==> src/tcb_defines.svh <==
// bus widths and response delay of the TCB subsystem
// memory depth and address map macros

`ifndef TCB_DEFINES_SVH
`define TCB_DEFINES_SVH

////////////////////////////////////////
// bus geometry
////////////////////////////////////////

// address, data and byte-enable widths
`define TCB_ABW 16
`define TCB_DBW 32
`define TCB_BEW (`TCB_DBW/8)
// response delay in cycles, fixed
`define TCB_DLY 1

////////////////////////////////////////
// address map
////////////////////////////////////////

// select field in top address bits
`define TCB_SEL_W 4
`define TCB_SEL_MEM 4'd0
`define TCB_SEL_GPIO 4'd1
// memory word address, taken from offset bits 9..2
`define TCB_MEM_AW 8
// gpio width and register offsets
`define TCB_GPIO_W 16
`define TCB_GPIO_OUT 12'h000
`define TCB_GPIO_IN 12'h004

`endif

==> src/tcb_pkg.sv <==
// TCB types: address union, request and response structs
// transfer helper shared by the bus modules

`default_nettype none

`include "tcb_defines.svh"

package tcb_pkg;

  ////////////////////////////////////////
  // address
  ////////////////////////////////////////

  // one address word, flat or split into select and offset
  typedef union packed {
    logic [`TCB_ABW-1:0] flat;
    struct packed {
      logic [`TCB_SEL_W-1:0]          sel;
      logic [`TCB_ABW-`TCB_SEL_W-1:0] ofs;
    } fld;
  } tcb_adr_t;

  ////////////////////////////////////////
  // request and response
  ////////////////////////////////////////

  // manager side
  typedef struct packed {
    logic                vld;
    logic                wen;
    logic [`TCB_BEW-1:0] ben;
    tcb_adr_t            adr;
    logic [`TCB_DBW-1:0] wdt;
  } tcb_req_t;

  // subordinate side, rdt/err valid TCB_DLY cycles after the transfer
  typedef struct packed {
    logic                rdy;
    logic [`TCB_DBW-1:0] rdt;
    logic                err;
  } tcb_rsp_t;

  // transfer happens on an edge with vld and rdy both high
  function automatic logic tcb_trn(tcb_req_t req, tcb_rsp_t rsp);
    return req.vld & rsp.rdy;
  endfunction

endpackage

`default_nettype wire

==> src/tcb_decoder.sv <==
// TCB address decoder and response multiplexer
// error responder for unmapped selects

`default_nettype none

`include "tcb_defines.svh"

module tcb_decoder (
  // system
  input  logic              clk,
  input  logic              rst_n,
  // upstream port
  input  tcb_pkg::tcb_req_t req,
  output tcb_pkg::tcb_rsp_t rsp,
  // memory subordinate
  output tcb_pkg::tcb_req_t mem_req,
  input  tcb_pkg::tcb_rsp_t mem_rsp,
  // gpio subordinate
  output tcb_pkg::tcb_req_t gpio_req,
  input  tcb_pkg::tcb_rsp_t gpio_rsp
);

  import tcb_pkg::*;

  // request side decode
  logic                  sel_mem;
  logic                  sel_gpio;
  logic                  sel_none;
  logic                  trn;
  // error responder ready, high after reset
  logic                  err_rdy;
  // response cycle routing
  logic [`TCB_SEL_W-1:0] sel_q;
  logic                  vld_q;

  ////////////////////////////////////////
  // request decode
  ////////////////////////////////////////

  assign sel_mem  = (req.adr.fld.sel == `TCB_SEL_MEM);
  assign sel_gpio = (req.adr.fld.sel == `TCB_SEL_GPIO);
  assign sel_none = !(sel_mem || sel_gpio);

  // payload to both, vld only to the selected one
  always_comb begin
    mem_req      = req;
    mem_req.vld  = req.vld & sel_mem;
    gpio_req     = req;
    gpio_req.vld = req.vld & sel_gpio;
  end

  always_ff @(posedge clk) begin
    if (!rst_n) begin
      err_rdy <= 1'b0;
    end else begin
      err_rdy <= 1'b1;
    end
  end

  assign trn = tcb_trn(req, rsp);

  ////////////////////////////////////////
  // response routing
  ////////////////////////////////////////

  // flag which cycle carries a response
  always_ff @(posedge clk) begin
    if (!rst_n) begin
      vld_q <= 1'b0;
    end else begin
      vld_q <= trn;
    end
  end

  // remember where the transfer went
  always_ff @(posedge clk) begin
    if (trn) begin
      sel_q <= req.adr.fld.sel;
    end
  end

  always_comb begin
    // ready follows the current select
    if (sel_mem) rsp.rdy = mem_rsp.rdy;
    else if (sel_gpio) rsp.rdy = gpio_rsp.rdy;
    else rsp.rdy = err_rdy;
    // data and error follow the registered select
    if (sel_q == `TCB_SEL_MEM) begin
      rsp.rdt = mem_rsp.rdt;
      rsp.err = mem_rsp.err;
    end else if (sel_q == `TCB_SEL_GPIO) begin
      rsp.rdt = gpio_rsp.rdt;
      rsp.err = gpio_rsp.err;
    end else begin
      // unmapped, error only in a response cycle
      rsp.rdt = '0;
      rsp.err = vld_q;
    end
  end

  ////////////////////////////////////////
  // checks
  ////////////////////////////////////////

  // one target per request, subordinates or error responder
  one_target_a: assert property (
    @(posedge clk) disable iff (!rst_n)
    $onehot0({mem_req.vld, gpio_req.vld, req.vld & sel_none})
  );

endmodule

`default_nettype wire

==> config.mk <==
export PLATFORM = sky130hd
export DESIGN_NAME = tcb_decoder
export DESIGN_NICKNAME = d
export VERILOG_FILES = /design/src/tcb_pkg.sv /design/src/tcb_decoder.sv
export VERILOG_INCLUDE_DIRS = /design/src
export SDC_FILE = /design/constraint.sdc
export NUM_CORES = 1
export LEC_CHECK = 0
export BUFFER_PORTS_ARGS = -buffer_cell sky130_fd_sc_hd__buf_2
export CAP_MARGIN = 10
export CORE_AREA = 2 2 103 105
export DETAILED_ROUTE_END_ITERATION = 8
export DIE_AREA = 0 0 105 107
export HOLD_SLACK_MARGIN = 0.12
export PLACE_DENSITY = 0.61
export REMOVE_ABC_BUFFERS = 1
export SETUP_SLACK_MARGIN = 0.3
export SYNTH_ARGS = -nofsm -noshare
export SYNTH_HDL_FRONTEND = slang
export SYNTH_SLANG_ARGS = --single-unit
==> constraint.sdc <==
create_clock -name clk -period 2.75 [get_ports clk]
set_input_delay 0.55 -clock clk [delete_from_list [all_inputs] [get_ports clk]]
set_output_delay 0.55 -clock clk [all_outputs]
set_load 0.03 [all_outputs]
Word-level counts from Yosys, hierarchy flattened
Index checks and enable logic that the tools add are counted.
Word-level totals
  logic and storage cells: 15
  output and inout bits: 142
  memory bits (read-only): 0
  bits in latches: 0
  RAM bits: 0
  register bits: 6
  bits of input ports: 124
  memories kept: 0
Operators by class
  mux-type cells: 5
  add/sub/neg operators: 0
  bitwise operators: 3
  div/mod/pow operators: 0
  $mul: 0
  reduce and logical (&&, ||, !) cells: 2
  shifts and indexed selects: 0
  $lt $le $gt $ge: 0
  equal/unequal tests: 2
Operator list (number)
  33-bit 2-to-1 mux: 2
  4-bit by 1-bit equality test with 1-bit output (second input constant): 2
  4-bit zero test: 2
  1-bit bitwise AND: 3
  1-bit 2-to-1 mux: 3

Longest topological paths before layout
Gate-level depths: netlist (run 1).
  word-level depth: 4
  depth in mapped cells: 4
  gate-level depth less buffers: 3

Worst setup path before layout (run 1)
No wires, ideal clock.
  path kind: register to output
  from: reg sel_q[1]
  to: out rsp[0] (netlist name)
  path slack: 647 ps
  required time: 2200 ps
  path buffers: 1
  cell stages (with the launch flop): 4
  data arrival time: 1553 ps
  cell sequence: edfxtp_1 > or3_1 > buf_6 > o21ai_0
RTL lines
  start: declaration: RTL line tcb_decoder.sv:33  | logic [`TCB_SEL_W-1:0] sel_q;
  start signal: assignment: RTL line tcb_decoder.sv:78  | sel_q <= req.adr.fld.sel;
  end: declaration: RTL line tcb_decoder.sv:14  | output tcb_pkg::tcb_rsp_t rsp,

==> results of run 1 <==
==> path summary, 6_finish.rpt <==
| check | cells past startpoint | start | to |
|---|---|---|---|
| setup reg to reg | 2 | err_rdy | sel_q[2] |
| hold / removal | 1 | rst_n | err_rdy |
| hold reg to reg | 2 | err_rdy | vld_q |
| setup / recovery | 5 | req[47] | rsp[33] |
==> area by class of cell <==
| class | count | area share, % |
|---|---|---|
| clock buffer | 4 | 2.956 |
| multi-input combinational | 77 | 34.07 |
| sequential | 6 | 10.51 |
| inverter | 1 | 0.2463 |
| tap | 136 | 11.17 |
| timing repair buffer | 121 | 41.05 |
==> layer usage <==
layer | GRT usage, % | share of wire [%] | vias to the layer above | wire (um)
li1 | - | - | 547 | -
met1 | 14.00 | 24 | 543 | 2828
met3 | 30.15 | 32 | 6 | 3745
met4 | 1.143 | 0.79 | 0 | 92
met2 | 30.61 | 43 | 259 | 4986
met5 | 1.905 | 0 | - | 0
==> sequential cells by signal, indices dropped and copies added (netlist names) <==
register / cells
vld_q: 1
sel_q: 4
err_rdy: 1
==> cells in the final DEF, fill, tap and decap left out <==
cell / n
clkbuf_1: 1
nor2_1: 34
nand2_1: 3
buf_4: 2
buf_2: 118
dfxtp_1: 2
o21ai_0: 1
mux2_1: 1
nor2b_1: 1
and3_1: 1
mux2i_1: 34
edfxtp_1: 4
clkbuf_8: 3
nor3_1: 1
buf_12: 1
inv_1: 1
or3_1: 1
==> power groups by stage <==
stage,clock network [mW],logic (mW),registers [mW]
2_1_floorplan,0,0.0759,0.112
3_3_place_gp,0,0.184,0.106
3_5_place_dp,0,0.188,0.106
4_1_cts,0.140,0.189,0.105
5_1_grt,0.146,0.204,0.106
6_report,0.136,0.186,0.105
==> worst reg2reg max path: stages (launching register included) <==
cell and delay, ns:
dfxtp_1 0.30, mux2i_1 0.10, nor2b_1 0.36
==> logic make-up (layout without fill, tap and decap cells) <==
kind of cell	Yosys count	after routing	share of synthesized area, %
compound gates	1	1	0.3215
mux	35	35	22.61
simple gates	41	41	10.46
flops	6	6	10.30
buf+inv	115	126	56.31
==> per-stage QoR <==
step                std cells  power, mW  utilization, %  area, um2  hold WS (ns)
floorplan                  84     0.1875               -      683.2        0.4911
global placement          341     0.2900           14.65       1479        0.5208
detailed placement        341     0.2939           14.65       1479        0.5592
CTS                       345     0.4338           15.10       1524        0.4498
global route              345     0.4549           15.10       1524        0.4547
finish                    345     0.4270           15.10       1524        0.4548
==> run metrics, run 1 <==
DRC=0; vias in the first global route=1341; #FFs+latches synth=6; Multi-input gate area=519.2 um2; max incr delay on CP=0.48 ns; Setup TNS=0 ns; Final period util=83.21%; Cells after Synth=198; synthesis-to-finish area growth=-2.011%; Die W=105 um; dpl ws=0.4482 ns; DR WL/cell=33.78 um; Final Hold Vio Count=0; DRT iter0 DRCs=42; Final ANT Viol Nets=0; total number of vias=1355; Area contributors post-synth=buf_4, mux2i_1, nor2_1; slowest CP cell=nor3_1; Total Wirelength=11650 um; Sw Pwr=144.8 uW; I/O Pins=266; Lkg Pwr=0.8896 nW; most common cell in the netlist=buf_4; top-area cell type share of the netlist area=51.17%; Worst-path clk slew=0.04 ns; Die Area=0.01124 mm2; core area=0.01009 mm2; Final Setup Violations=0; CTS H-tree lvls=1; Starting Density=15.41%; pwr/cell area=280.2 mW/mm2; CTS tree=done; dpl hpwl=10780 um; synth cell count leaders=buf_4, mux2i_1, nor2_1; total track usage=19.94%; crit-path cells=buf_2 > nor3_1 > mux2i_1 > inv_1 > buf_2; post-CTS sizing=0; fmax=437.0 MHz; Clock Latency Late Sink=0.22 ns; Worst Skew=0.0003284 ns; Hold Crit Class=in2reg; R2R setup slack=1.64 ns; worst slew pin tran=0.5485 ns; cell family with the largest share of critical-path delay=simple AND/OR/NAND/NOR gates; Clock Path Buffers=2; n_diodes=0; Comb pwr share=43.6%; Worst Setup Path Type=in2out; crit path buf inv count=3; P_int=282.2 uW; setup ws final=0.4618 ns; grt total ovfl=0; YS warnings=0; hold buffer count at CTS=0; Post-Syn Area per Cell=7.855 um2; CP arrival=1.74 ns; Slew Limit Fails=0; Final Net Count=334; TritonCTS buffer count=3; crit path max fanout=4; first-pass GRT wire length=14590 um; status=finished clean; Critical Path RT=2.20 ns; Sink Count=6; most frequent CP cell=buf_2; TritonRoute pass-1 iters=4; clock power share=31.9%; Post CTS Setup Buffer Count=0; startpoint type of the worst setup path=input port; MaxCap Viol Count=0; Flop pwr share=24.6%; VDD IR-drop max=0.2190 mV; clk root buf=clkbuf_8; FILL cells=1198; Via density=3.928; die height=107 um; Final min period=2.288 ns; IO Port Bufs=118; initial antenna violation count=0; largest area contributor in the netlist=buf_4; std cell rows=37; share of the yosys chip area belonging to registers=10.30%; Setup crit end kind=output port; Switching Fraction=33.91%; EDFF count, synth=4; share of cells above drive strength 1=59.33%; RSZ-0062 raised after global routing=false; distinct cell type count after synthesis=16; largest net degree at the start of global routing=29; Mapped Area=0.001555 mm2; FF+latch area=160.2 um2; Async SR Flop Fraction=0%; Placer Congestion=0.8290; Slew HR=63.15%; Most used DFF post-synth=edfxtp_1
(Power assumes the default switching activity.)
==> run 2, diff against run 1 <==
CORE_AREA = 2 2 104 106   (was 2 2 103 105)
DIE_AREA = 0 0 106 108   (was 0 0 105 107)
PLACE_DENSITY = 0.6   (was 0.61)
clock period = 2.15 ns   (was 2.75 ns; I/O delays follow)
==> run metrics, run 2 (synthesis results as in run 1) <==
Clock Path Buffers=2 (unchanged); total track usage=18.93% (-1.0 points); most frequent cells in the layout=buf_2, buf_4, nor2_1; FILL cells=1176 (-1.8%); Slew HR=77.75% (+15 points); Final ANT Viol Nets=0 (unchanged); Sink Count=6 (unchanged); Worst Hold End=err_rdy; synthesis-to-finish area growth=13.44%; I/O Pins=266 (unchanged); Regs by FF count=sel_q x4, err_rdy x1, vld_q x1; core area=0.01023 mm2 (+1.4%); Clock Latency Late Sink=0.22 ns (about the same); r2r endpoint=sel_q[3]; IO Port Bufs=118 (unchanged); Setup TNS=0 ns (unchanged); DRC=0 (unchanged); RSZ-0062 raised after global routing=true; R2R setup slack=0.87 ns (-0.77 ns); Slew Limit Fails=0 (unchanged); grt total ovfl=0 (unchanged); die height=108 um (+0.93%); initial antenna violation count=0 (unchanged); worst slew pin tran=0.3331 ns (-0.2154 ns); DR WL/cell=32.82 um (-2.8%); std cell rows=37 (unchanged); Worst Skew=0.0002397 ns (-0.00008872 ns); TritonCTS buffer count=3 (unchanged); n_diodes=0 (unchanged); Lkg Pwr=0.9103 nW (+2.3%); Worst-path clk slew=0.03 ns (about the same); DRT iter0 DRCs=84 (+100%); first-pass GRT wire length=14000 um (-4.0%); Final Setup Violations=0 (unchanged); hold path depth=1 (unchanged); VDD IR-drop max=0.3237 mV (+48%); CTS tree=done; hold buffer count at CTS=0 (unchanged); min-delay src=rst_n; Die Area=0.01145 mm2 (+1.9%); Largest register FFs=4 (unchanged); CP arrival=1.47 ns (-0.27 ns); TritonRoute pass-1 iters=5 (+1); Final Hold Vio Count=0 (unchanged); Placer Congestion=0.8469 (+2.2%); r2r startpoint=err_rdy; fmax=526.8 MHz; share of cells above drive strength 1=67.77% (+8.4 points); dpl hpwl=10350 um (-3.9%); Worst Setup Path Type=reg2out; Via density=4.037 (+2.8%); Reg2Reg Depth=4 (+2); Final period util=88.29%; Final Net Count=337 (+0.90%); most common cell after layout, fill and taps aside=buf_2; Most flops, register=sel_q; setup ws final=0.2519 ns (-0.2099 ns); Setup crit end kind=output port; Final min period=1.898 ns; Critical Path RT=1.72 ns (-0.48 ns); startpoint type of the worst setup path=register; largest net degree at the start of global routing=22 (-24%); placed cells=342 (+0.29%); status=finished clean; Total Wirelength=11390 um (-2.3%); vias in the first global route=1381 (+3.0%); Hold Crit Class=in2reg; crit path max fanout=21 (+17); total number of vias=1401 (+3.4%); clk root buf=clkbuf_8; MaxCap Viol Count=0 (unchanged); Starting Density=15.20% (-0.21 points); Non-Filler Instances=347 (+0.58%); pwr/cell area=334.8 mW/mm2 (+19%); Die W=106 um (+0.95%); dpl ws=0.1762 ns (-0.2720 ns); CTS H-tree lvls=1 (unchanged)
==> run 2: cell count changes in the layout (fill, tap and decap cells not counted), sizes merged <==
cell | previous run | this run
clkbuf | 4 | 3
buf | 121 | 124
==> run 2: area by class of cell <==
type / instances / area, um2 / share of cell area, %
Multi-Input combinational cell: 77 / 619.3 / 35.11
Inverter: 1 / 3.754 / 0.2128
Clock buffer: 3 / 41.29 / 2.340
Sequential cell: 6 / 160.2 / 9.078
Tap cell: 136 / 170.2 / 9.645
Timing Repair Buffer: 124 / 769.5 / 43.62
==> run 2: power by group <==
group	switching, mW	internal, mW	total, mW
sequential	0.00212	0.130	0.132
clock	0.0445	0.120	0.164
combinational	0.159	0.135	0.294
total	0.206	0.385	0.591
==> run 2: critical path, cell delays in order (launching register included) <==
cell and delay [ns]:
edfxtp_1 0.35, or3_4 0.41, buf_12 0.17, nor2_1 0.13, buf_4 0.19
==> run 2: routing by layer <==
metal,track usage [%],wire [um],vias to the layer above
met5,3.571,24,-
met1,14.13,2974,560
met2,30.88,5135,277
met4,1.692,27,2
li1,-,-,554
met3,24.41,3225,8
==> run 2: stage by stage <==
| stage | hold WS (ns) | total power [mW] | utilization, % | instance area, um2 |
|---|---|---|---|---|
| floorplan | 0.4577 | 0.2399 | - | 683.2 |
| global placement | 0.5536 | 0.3810 | 14.41 | 1474 |
| detailed placement | 0.5536 | 0.3841 | 14.41 | 1474 |
| CTS | 0.3272 | 0.5923 | 16.85 | 1724 |
| global route | 0.3342 | 0.6217 | 17.24 | 1764 |
| finish | 0.3307 | 0.5906 | 17.24 | 1764 |
==> run 2: worst max-delay path by stage <==
stage	depth (start not counted)	to	start
after floorplan	2	rsp[0]	sel_q[0]
after CTS	4	rsp[22]	sel_q[2]
after detailed placement	5	rsp[33]	req[47]
final	4	rsp[22]	sel_q[2]
after global placement	4	rsp[3]	sel_q[0]
after global routing	4	rsp[14]	sel_q[2]
==> run 2: what timing repair did <==
action	in CTS	in global routing
resized for setup	58	10
endpoints found under the setup margin	34	34
setup buffers	1	1
pin swaps	1	0
