<file path="src/tcb_defines.svh">
// bus widths and response delay of the TCB subsystem
// memory depth and address map macros

`ifndef TCB_DEFINES_SVH
`define TCB_DEFINES_SVH

////////////////////////////////////////
// bus geometry
////////////////////////////////////////

// address, data and byte-enable widths
`define TCB_ABW 16
`define TCB_DBW 32
`define TCB_BEW (`TCB_DBW/8)
// response delay in cycles, fixed
`define TCB_DLY 1

////////////////////////////////////////
// address map
////////////////////////////////////////

// select field in top address bits
`define TCB_SEL_W 4
`define TCB_SEL_MEM 4'd0
`define TCB_SEL_GPIO 4'd1
// memory word address, taken from offset bits 9..2
`define TCB_MEM_AW 8
// gpio width and register offsets
`define TCB_GPIO_W 16
`define TCB_GPIO_OUT 12'h000
`define TCB_GPIO_IN 12'h004

`endif

</file>
<file path="src/tcb_pkg.sv">
// TCB types: address union, request and response structs
// transfer helper shared by the bus modules

`default_nettype none

`include "tcb_defines.svh"

package tcb_pkg;

  ////////////////////////////////////////
  // address
  ////////////////////////////////////////

  // one address word, flat or split into select and offset
  typedef union packed {
    logic [`TCB_ABW-1:0] flat;
    struct packed {
      logic [`TCB_SEL_W-1:0]          sel;
      logic [`TCB_ABW-`TCB_SEL_W-1:0] ofs;
    } fld;
  } tcb_adr_t;

  ////////////////////////////////////////
  // request and response
  ////////////////////////////////////////

  // manager side
  typedef struct packed {
    logic                vld;
    logic                wen;
    logic [`TCB_BEW-1:0] ben;
    tcb_adr_t            adr;
    logic [`TCB_DBW-1:0] wdt;
  } tcb_req_t;

  // subordinate side, rdt/err valid TCB_DLY cycles after the transfer
  typedef struct packed {
    logic                rdy;
    logic [`TCB_DBW-1:0] rdt;
    logic                err;
  } tcb_rsp_t;

  // transfer happens on an edge with vld and rdy both high
  function automatic logic tcb_trn(tcb_req_t req, tcb_rsp_t rsp);
    return req.vld & rsp.rdy;
  endfunction

endpackage

`default_nettype wire

</file>
<file path="src/tcb_gpio.sv">
// TCB GPIO subordinate
// output register at offset 0, synchronised input at offset 4

`default_nettype none

`include "tcb_defines.svh"

module tcb_gpio (
  // system
  input  logic                   clk,
  input  logic                   rst_n,
  // TCB port
  input  tcb_pkg::tcb_req_t      req,
  output tcb_pkg::tcb_rsp_t      rsp,
  // pins
  input  logic [`TCB_GPIO_W-1:0] gpio_in,
  output logic [`TCB_GPIO_W-1:0] gpio_out
);

  import tcb_pkg::*;

  logic                   trn;
  logic                   rdy_q;
  logic                   err_q;
  logic [`TCB_DBW-1:0]    rdt_q;
  // output register
  logic [`TCB_GPIO_W-1:0] out_q;
  // two flop input synchroniser
  logic [`TCB_GPIO_W-1:0] in_s1;
  logic [`TCB_GPIO_W-1:0] in_s2;

  assign trn = tcb_trn(req, rsp);

  always_ff @(posedge clk) begin
    in_s1 <= gpio_in;
    in_s2 <= in_s1;
  end

  ////////////////////////////////////////
  // register access
  ////////////////////////////////////////

  always_ff @(posedge clk) begin
    if (!rst_n) begin
      rdy_q <= 1'b0;
      err_q <= 1'b0;
      out_q <= '0;
    end else begin
      rdy_q <= 1'b1;
      // err only for a bad access in the previous cycle
      err_q <= 1'b0;
      if (trn) begin
        if (req.adr.fld.ofs == `TCB_GPIO_OUT) begin
          for (int b = 0; b < `TCB_GPIO_W/8; b++) begin
            if (req.wen && req.ben[b]) out_q[8*b +: 8] <= req.wdt[8*b +: 8];
          end
        end else if ((req.adr.fld.ofs != `TCB_GPIO_IN) || req.wen) begin
          // input register is read only
          err_q <= 1'b1;
        end
      end
    end
  end

  // read data, old value on an output write
  always_ff @(posedge clk) begin
    if (trn) begin
      if (req.adr.fld.ofs == `TCB_GPIO_OUT) begin
        rdt_q <= {{(`TCB_DBW-`TCB_GPIO_W){1'b0}}, out_q};
      end else if ((req.adr.fld.ofs == `TCB_GPIO_IN) && !req.wen) begin
        rdt_q <= {{(`TCB_DBW-`TCB_GPIO_W){1'b0}}, in_s2};
      end else begin
        rdt_q <= '0;
      end
    end
  end

  assign rsp.rdy  = rdy_q;
  assign rsp.rdt  = rdt_q;
  assign rsp.err  = err_q;
  assign gpio_out = out_q;

endmodule

`default_nettype wire

</file>
<file path="config.mk">
export PLATFORM = sky130hd
export DESIGN_NAME = tcb_gpio
export DESIGN_NICKNAME = d
export VERILOG_FILES = /design/src/tcb_pkg.sv /design/src/tcb_gpio.sv
export VERILOG_INCLUDE_DIRS = /design/src
export SDC_FILE = /design/constraint.sdc
export NUM_CORES = 1
export LEC_CHECK = 0
export ABC_AREA = 0
export BUFFER_PORTS_ARGS = -buffer_cell sky130_fd_sc_hd__buf_2
export CELL_PAD_IN_SITES_DETAIL_PLACEMENT = 1
export CELL_PAD_IN_SITES_GLOBAL_PLACEMENT = 1
export CORE_ASPECT_RATIO = 0.5
export CORE_MARGIN = 2
export CORE_UTILIZATION = 33
export CTS_CLUSTER_SIZE = 16
export DETAILED_ROUTE_END_ITERATION = 10
export PLACE_DENSITY = 0.81
export REMOVE_ABC_BUFFERS = 1
export SYNTH_ARGS = -nofsm -noshare
export SYNTH_HDL_FRONTEND = slang
export SYNTH_SLANG_ARGS = --single-unit
</file>
<file path="constraint.sdc">
create_clock -name clk -period 2.61 [get_ports clk]
set_clock_uncertainty 0.15 [all_clocks]
set_input_delay 0.261 -clock clk [delete_from_list [all_inputs] [get_ports clk]]
set_output_delay 0.261 -clock clk [all_outputs]
set_load 0.02 [all_outputs]
</file>
Word-level counts from Yosys, hierarchy flattened
Cells that the tools add are included.
Storage, ports and cells
  flip-flop bits (word level): 82
  bits of input ports: 72
  output and inout port bits: 50
  logic and storage cells: 26
Cells by class
  equal/unequal tests: 2
  muxes and demuxes: 4
  bitwise operators: 3
  reductions and logical operators: 9
Operators by type and width (number)
  16-bit 2-to-1 mux: 2
  12-bit by 3-bit == test with 1-bit output (second input constant): 1
  12-bit logical NOT: 1
  12-bit by 3-bit != test with 1-bit output (second input constant): 1
  3-bit AND reduction: 2
  1-bit logical AND: 3
  3-bit OR reduction: 1
  1-bit 2-to-1 mux: 2
  1-bit NOT: 2
  1-bit bitwise AND: 1
  1-bit logical NOT: 1
  1-bit logical OR: 1

Longest topological paths before layout
Gate-level depths: netlist of the first run.
  depth in word-level cells: 4
  depth in mapped cells: 6
  gate-level depth less buffers: 4

Least setup slack after synthesis of the first run
OpenSTA, ideal clock, no wires.
  kind: register -> register
  from: register rdy_q
  to: register out_q[13] (netlist: gpio_out[13])
  setup time: 0.117 ns
  data arrival time: 1.539 ns
  data required time: 2.343 ns
  slack: 0.804 ns
  cell stages (with the launch flop): 7
  clock period less this slack: 1.806 ns
  cells stage by stage: dfxtp_1 -> and2_1 -> and4_1 -> buf_2 -> buf_2 -> a31o_2 -> a21boi_1
Between the ends
  word-level cells in the longest chain between the ends: 2
Ends and longest elaborated chain
  start, declared: RTL line tcb_gpio.sv:23  | logic rdy_q;
  start signal, assigned: RTL line tcb_gpio.sv:45  | rdy_q <= 1'b0;
  start signal, assigned: RTL line tcb_gpio.sv:49  | rdy_q <= 1'b1;
  1-bit bitwise AND: RTL line tcb_pkg.sv:45  | return req.vld & rsp.rdy;
  3-bit AND reduction (no source line)
  end signal, assigned by index: RTL line tcb_gpio.sv:55  | if (req.wen && req.ben[b]) out_q[8*b +: 8] <= req.wdt[8*b +: 8];
  end, declared: RTL line tcb_gpio.sv:27  | logic [`TCB_GPIO_W-1:0] out_q;
Every way passes these cells.
A chain may end at the register's enable or synchronous reset.

Final worst setup path of the first run
  from: input req[41] (netlist name)
  to: register out_q[11] (netlist: gpio_out[11])
Between the ends
  word-level cells in the longest chain between the ends: 2
Ends and longest elaborated chain
  start, declared: RTL line tcb_gpio.sv:13  | input tcb_pkg::tcb_req_t req,
  12-bit logical NOT (no source line)
  3-bit AND reduction (no source line)
Every way passes these cells.

==> flow_summary.yaml, run 1 <==
clocking:
  cts_tree: "done"
  cts.sinks: 66
  clock_latency_ns: 0.32
  cts.path.max_buffers: 2
  clkSlewWorstSetupHoldPaths_ns: 0.05
  root_buffer: "clkbuf_16"
  post_cts_resized: 0
  cts_buffers: 9
  cts_setup_buffers: 0
  htree_levels: 3
synthesis:
  synth_cell_types: 25
  synth_area_mm2: 0.00236
  yosysTopAreaCell: "dfxtp_1"
  yosysSeqAreaShare_pct: 62.8
  synth_area_leaders: "dfxtp_1 42%, edfxtp_1 20%, buf_4 6.4%, a22o_1 5.9%, a21boi_1 5.1%"
  synth_top_cell_area_share_pct: 42.5
  synth_seq_cells: 66
  syn_inst: 191
  syn-mean-instance-area_um2: 12.3
  yosys_warnings: 0
grt:
  grt_max_degree: 33
  met1_usage_pct: 23.6
  overflow: 0
  grt_usage_pct: 19.3
  use_met3_pct: 4.20
  grt.busiest_layer: "met2"
  antenna_found_initial: 0
  grt_pass1_wl_um: 11200
  use_met2_pct: 33.4
  grt_pass1_vias: 1960
floorplan:
  coreArea_mm2: 0.00681
  die_w_um: 124
  row_count: 21
  die_h_um: 63.8
  start_util_pct: 34.6
  dieArea_mm2: 0.00788
  top_level_ports: 122
finish:
  flow.area_growth_from_synthesis_pct: 38.1
  nNetsFinal: 363
  layout_common_cells: "83 x buf_2, 50 x dfxtp_1"
  final_common_cell: "buf_2"
  diodes: 0
  drive_gt1_share_pct: 40.9
place:
  port_buffers: 83
  gp_congestion: 0.704
  dpl_worst_slack_ns: 0.633
  dpl.hpwl_um: 4030
sta:
  relSlewSlack_pct: 64.9
  setup-tns-final_ns: 0
  finalHoldViolCount: 0
  tightest_slew_ns: 0.523
  final_max_slew_viol_count: 0
  period_share_pct: 67.2
  max_freq_mhz: 570
  setup_viol: 0
  rsz0062_at_grt: "false"
  layout_setup_ws_ns: 0.855
  fin_crit_ns: 1.75
power_and_ir_drop:
  power.density_mw_per_mm2: 756
  power_leakage_nw: 1.41
  irDropWorstVdd_v: 0.000314
hold_path:
  hp-class: "in -> reg"
drt:
  routed_wl_um: 7250
  vias_per_cell: 4.85
  ant_nets: 0
  dr_total_vias: 1880
  post_drt_wl_per_cell_um: 18.7
  drcViolationCount: 0
  drt_iter0_markers: 151
  first_pass_iters: 5
critical_path:
  cp_max_fo: 32
  worst_ep_required_time_ns: 2.70
  critPathArrivalTime_ns: 1.84
  rrSetupSlack_ns: 0.94
  path_class: "in -> reg"
  cp-end-kind: "flop"
  cp-start-kind: "input port"
outcome:
  status: "completed"
run:
  drv_cap: 0
## kinds of logic (layout without fill, tap and decap cells)
kind of cell | Yosys count | in the layout | synth area share (%)
and+or+nand+nor | 27 | 27 | 8.33
buffers and inverters | 48 | 138 | 11.5
AOI/OAI and AO/OA | 49 | 49 | 17.2
other | 1 | 16 | 0.159
DFF | 66 | 66 | 62.8
## power by group
group | total [mW] | internal, mW | switching (mW)
logic | 0.135 | 0.0552 | 0.0793
registers | 1.09 | 1.08 | 0.0105
clock network | 1.23 | 0.816 | 0.418
## Yosys cell counts
cell type / instances
a21boi_1: 16
a21oi_1: 1
a22o_1: 16
a31o_1: 3
a31o_2: 13
and2_1: 1
and4_1: 1
buf_2: 6
buf_4: 20
buf_6: 1
clkbuf_1: 5
conb_1: 1
dfxtp_1: 50
edfxtp_1: 16
inv_1: 16
nand2_1: 1
nand3_2: 1
nand4_1: 16
nor2_1: 1
nor2_2: 1
nor2b_1: 1
nor3_1: 1
nor3b_4: 1
nor4_1: 1
nor4_4: 1
## path summary, 6_finish.rpt
check	startpoint	endpoint	depth (start not counted)
worst max-delay path	req[41]	gpio_out[11]	6
worst min-delay path	req[10]	gpio_out[10]	3
worst min register to register	in_s1[14]	in_s2[14]	0
worst max register to register	rdy_q	gpio_out[11]	5
## worst max-delay path, stage by stage
cell and delay (ns):
buf_2 0.11, nor4_1 0.48, and4_1 0.27, buf_4 0.33, nand4_1 0.17, a21boi_1 0.22
## routing by layer
layer	part of all wire (%)	up-vias
li1	-	858
met1	42	945
met2	52	63
met3	4.8	14
met4	1.6	0
met5	0	-
## state kept, by name, indices dropped and copies added, names as in the netlist
name	flops
in_s1	16
rdt_q	16
in_s2	16
err_q	1
rdy_q	1
gpio_out	16
## metrics by stage
step | hold slack, ns | cells | power [mW] | utilization, % | instance area (um^2)
after floorplan | 0.139 | 174 | 1.15 | - | 2200
after global placement | 0.161 | 356 | 1.22 | 40.9 | 2790
after detailed placement | 0.163 | 356 | 1.22 | 40.9 | 2790
after CTS | 0.0405 | 388 | 2.46 | 47.8 | 3260
after global routing | 0.0638 | 388 | 2.52 | 47.8 | 3260
final | 0.0498 | 388 | 2.46 | 47.8 | 3260
## cell type report
| type | count | area [um^2] |
|---|---|---|
| Multi-Input combinational cell | 92 | 662 |
| Tap cell | 92 | 115 |
| Clock buffer | 14 | 274 |
| Fill cell | 728 | 3550 |
| Inverter | 16 | 60.1 |
| Timing Repair Buffer | 106 | 628 |
| Clock inverter | 2 | 35.0 |
| Sequential cell | 66 | 1480 |
## timing repair
| item | CTS | global route |
|---|---|---|
| setup endpoints to repair | 0 | 0 |
| hold endpoints to repair | 16 | 0 |
| hold buffers | 16 | 0 |
Power figures use the tool's default switching activity.
==> run 2: changes to the inputs <==
CORE_UTILIZATION = 30   (was 33)
PLACE_DENSITY = 0.78   (was 0.81)
clock period = 1.5 ns   (was 2.61 ns; I/O delays follow)
==> run 2 against run 1 <==
- the run now ends with setup timing left
- cell count increased by 9.8%
- total power grew 68%
- critical path depth fell by 1
- critical endpoint is now gpio_out[3]
- largest power group unchanged
==> flow_summary.yaml, run 2 (same netlist as run 1, synthesis figures left out) <==
critical_path:
  r2r_cells: 5
  cpPeakStageDelay_ns: 0.35
  cp-end-kind: "flop"
  critPathArrivalTime_ns: 1.62
  cp_cell_sequence: "and2_4 -> and4_4 -> buf_12 -> nand4_1 -> a21boi_2"
  cp_max_fo: 16
  path_class: "reg -> reg"
  slowest_stage: "dfxtp_1"
  cp-start-kind: "flop"
  worst_ep_required_time_ns: 1.60
outcome:
  status: "complete, but fails checks"
  violations: "setup timing"
place:
  dpl.hpwl_um: 4250
  post_dp_cell_area_mm2: 0.00283
  port_buffers: 83
  gp_congestion: 0.779
finish:
  layout_common_cells: "83 x buf_2, 50 x dfxtp_1, 35 x dlygate4sd3_1"
  nNetsFinal: 385
  finalInstanceArea_mm2: 0.00350
  flow.area_growth_from_synthesis_pct: 48.7
  final_common_cell: "buf_2"
  fill_cells: 815
  drive_gt1_share_pct: 40.6
  multi_input_area_um2: 684
  seq_area_mm2: 0.00148
  diodes: 0
sta:
  max_freq_mhz: 656
  fin_crit_ns: 1.52
  whs_ns: 0.113
  final_max_slew_viol_count: 0
  period_share_pct: 102
  finalHoldViolCount: 0
  setup_viol: 1
  layout_setup_ws_ns: -0.0242
drt:
  first_pass_iters: 4
  ant_nets: 0
  post_drt_wl_per_cell_um: 20.4
  dr_total_vias: 2061
  vias_per_cell: 4.84
  drt_iter0_markers: 113
  drcViolationCount: 0
  routed_wl_um: 8700
power_and_ir_drop:
  power_leakage_nw: 1.50
  irDropWorstVdd_v: 0.000529
  power.density_mw_per_mm2: 1180
clocking:
  cts.sinks: 66
  cts_buffers: 9
  clock_latency_ns: 0.33
  clkSlewWorstSetupHoldPaths_ns: 0.06
  htree_levels: 3
  cts.path.max_buffers: 2
  root_buffer: "clkbuf_16"
  cts_tree: "done"
  cts_setup_buffers: 0
floorplan:
  die_w_um: 129
  dieArea_mm2: 0.00863
  die_h_um: 66.7
  top_level_ports: 122
  start_util_pct: 31.6
  coreArea_mm2: 0.00746
  row_count: 22
hold_path:
  min_path_cells: 3
  hp-class: "in -> reg"
grt:
  overflow: 0
  grt_pass1_wl_um: 11900
  grt_pass1_vias: 2165
  grt_max_degree: 33
  grt_usage_pct: 19.2
  antenna_found_initial: 0
run:
  drv_cap: 0
run 2: layout make-up:
cell class	count	share of cell area [%]
Clock buffer	13	7.43
Clock inverter	3	0.393
Inverter	16	1.71
Multi-Input combinational cell	92	19.5
Sequential cell	66	42.3
Tap cell	108	3.86
Timing Repair Buffer	128	24.8
run 2: layer usage:
layer | GRT usage [%] | share of wire (%) | up-vias
li1 | - | - | 902
met1 | 19.8 | 38 | 1033
met2 | 34.8 | 52 | 86
met3 | 4.90 | 4.3 | 40
met4 | 13.9 | 5.7 | 0
met5 | 0 | 0 | -
run 2: timing repair:
action | in CTS | in global routing
pin swaps | 0 | 8
hold buffers | 35 | 0
gates resized for setup | 5 | 8
endpoints found under the setup margin | 11 | 29
endpoints found under the hold margin | 34 | 0
run 2: final timing paths:
kind,start,to,slack (ns)
hold reg to reg,in_s1[13],in_s2[13],0.18
hold / removal,req[49],gpio_out[8],0.11
setup reg to reg,rdy_q,gpio_out[3],-0.02
setup / recovery,rdy_q,gpio_out[3],-0.02
run 2: metrics by stage:
stage	total power, mW	setup slack [ns]	utilization (%)	TNS, ns	std cells
finish	4.14	-0.0242	47.0	-0.0242	426
global route	4.25	-0.0653	47.0	-0.138	426
CTS	4.10	0.00305	46.5	0	426
detailed placement	2.13	-0.257	37.9	-6.28	375
global placement	2.12	-0.229	37.9	-5.35	375
floorplan	2.01	-0.808	-	-25.58	174
run 2: power by group:
part | switching [mW] | internal [mW] | leakage, nW | total (mW)
Clock | 0.754 | 1.20 | 0.137 | 1.95
Combinational | 0.156 | 0.133 | 0.788 | 0.288
Sequential | 0.0219 | 1.88 | 0.574 | 1.90
run 2: worst max-delay path, delay by kind of cell, from the launching register on:
family                 cells  cell delay [ns]
AO/OA/AOI/OAI              1             0.23
buffers and inverters      1             0.15
flip-flops                 1             0.35
AND/OR/NAND/NOR            3             0.54
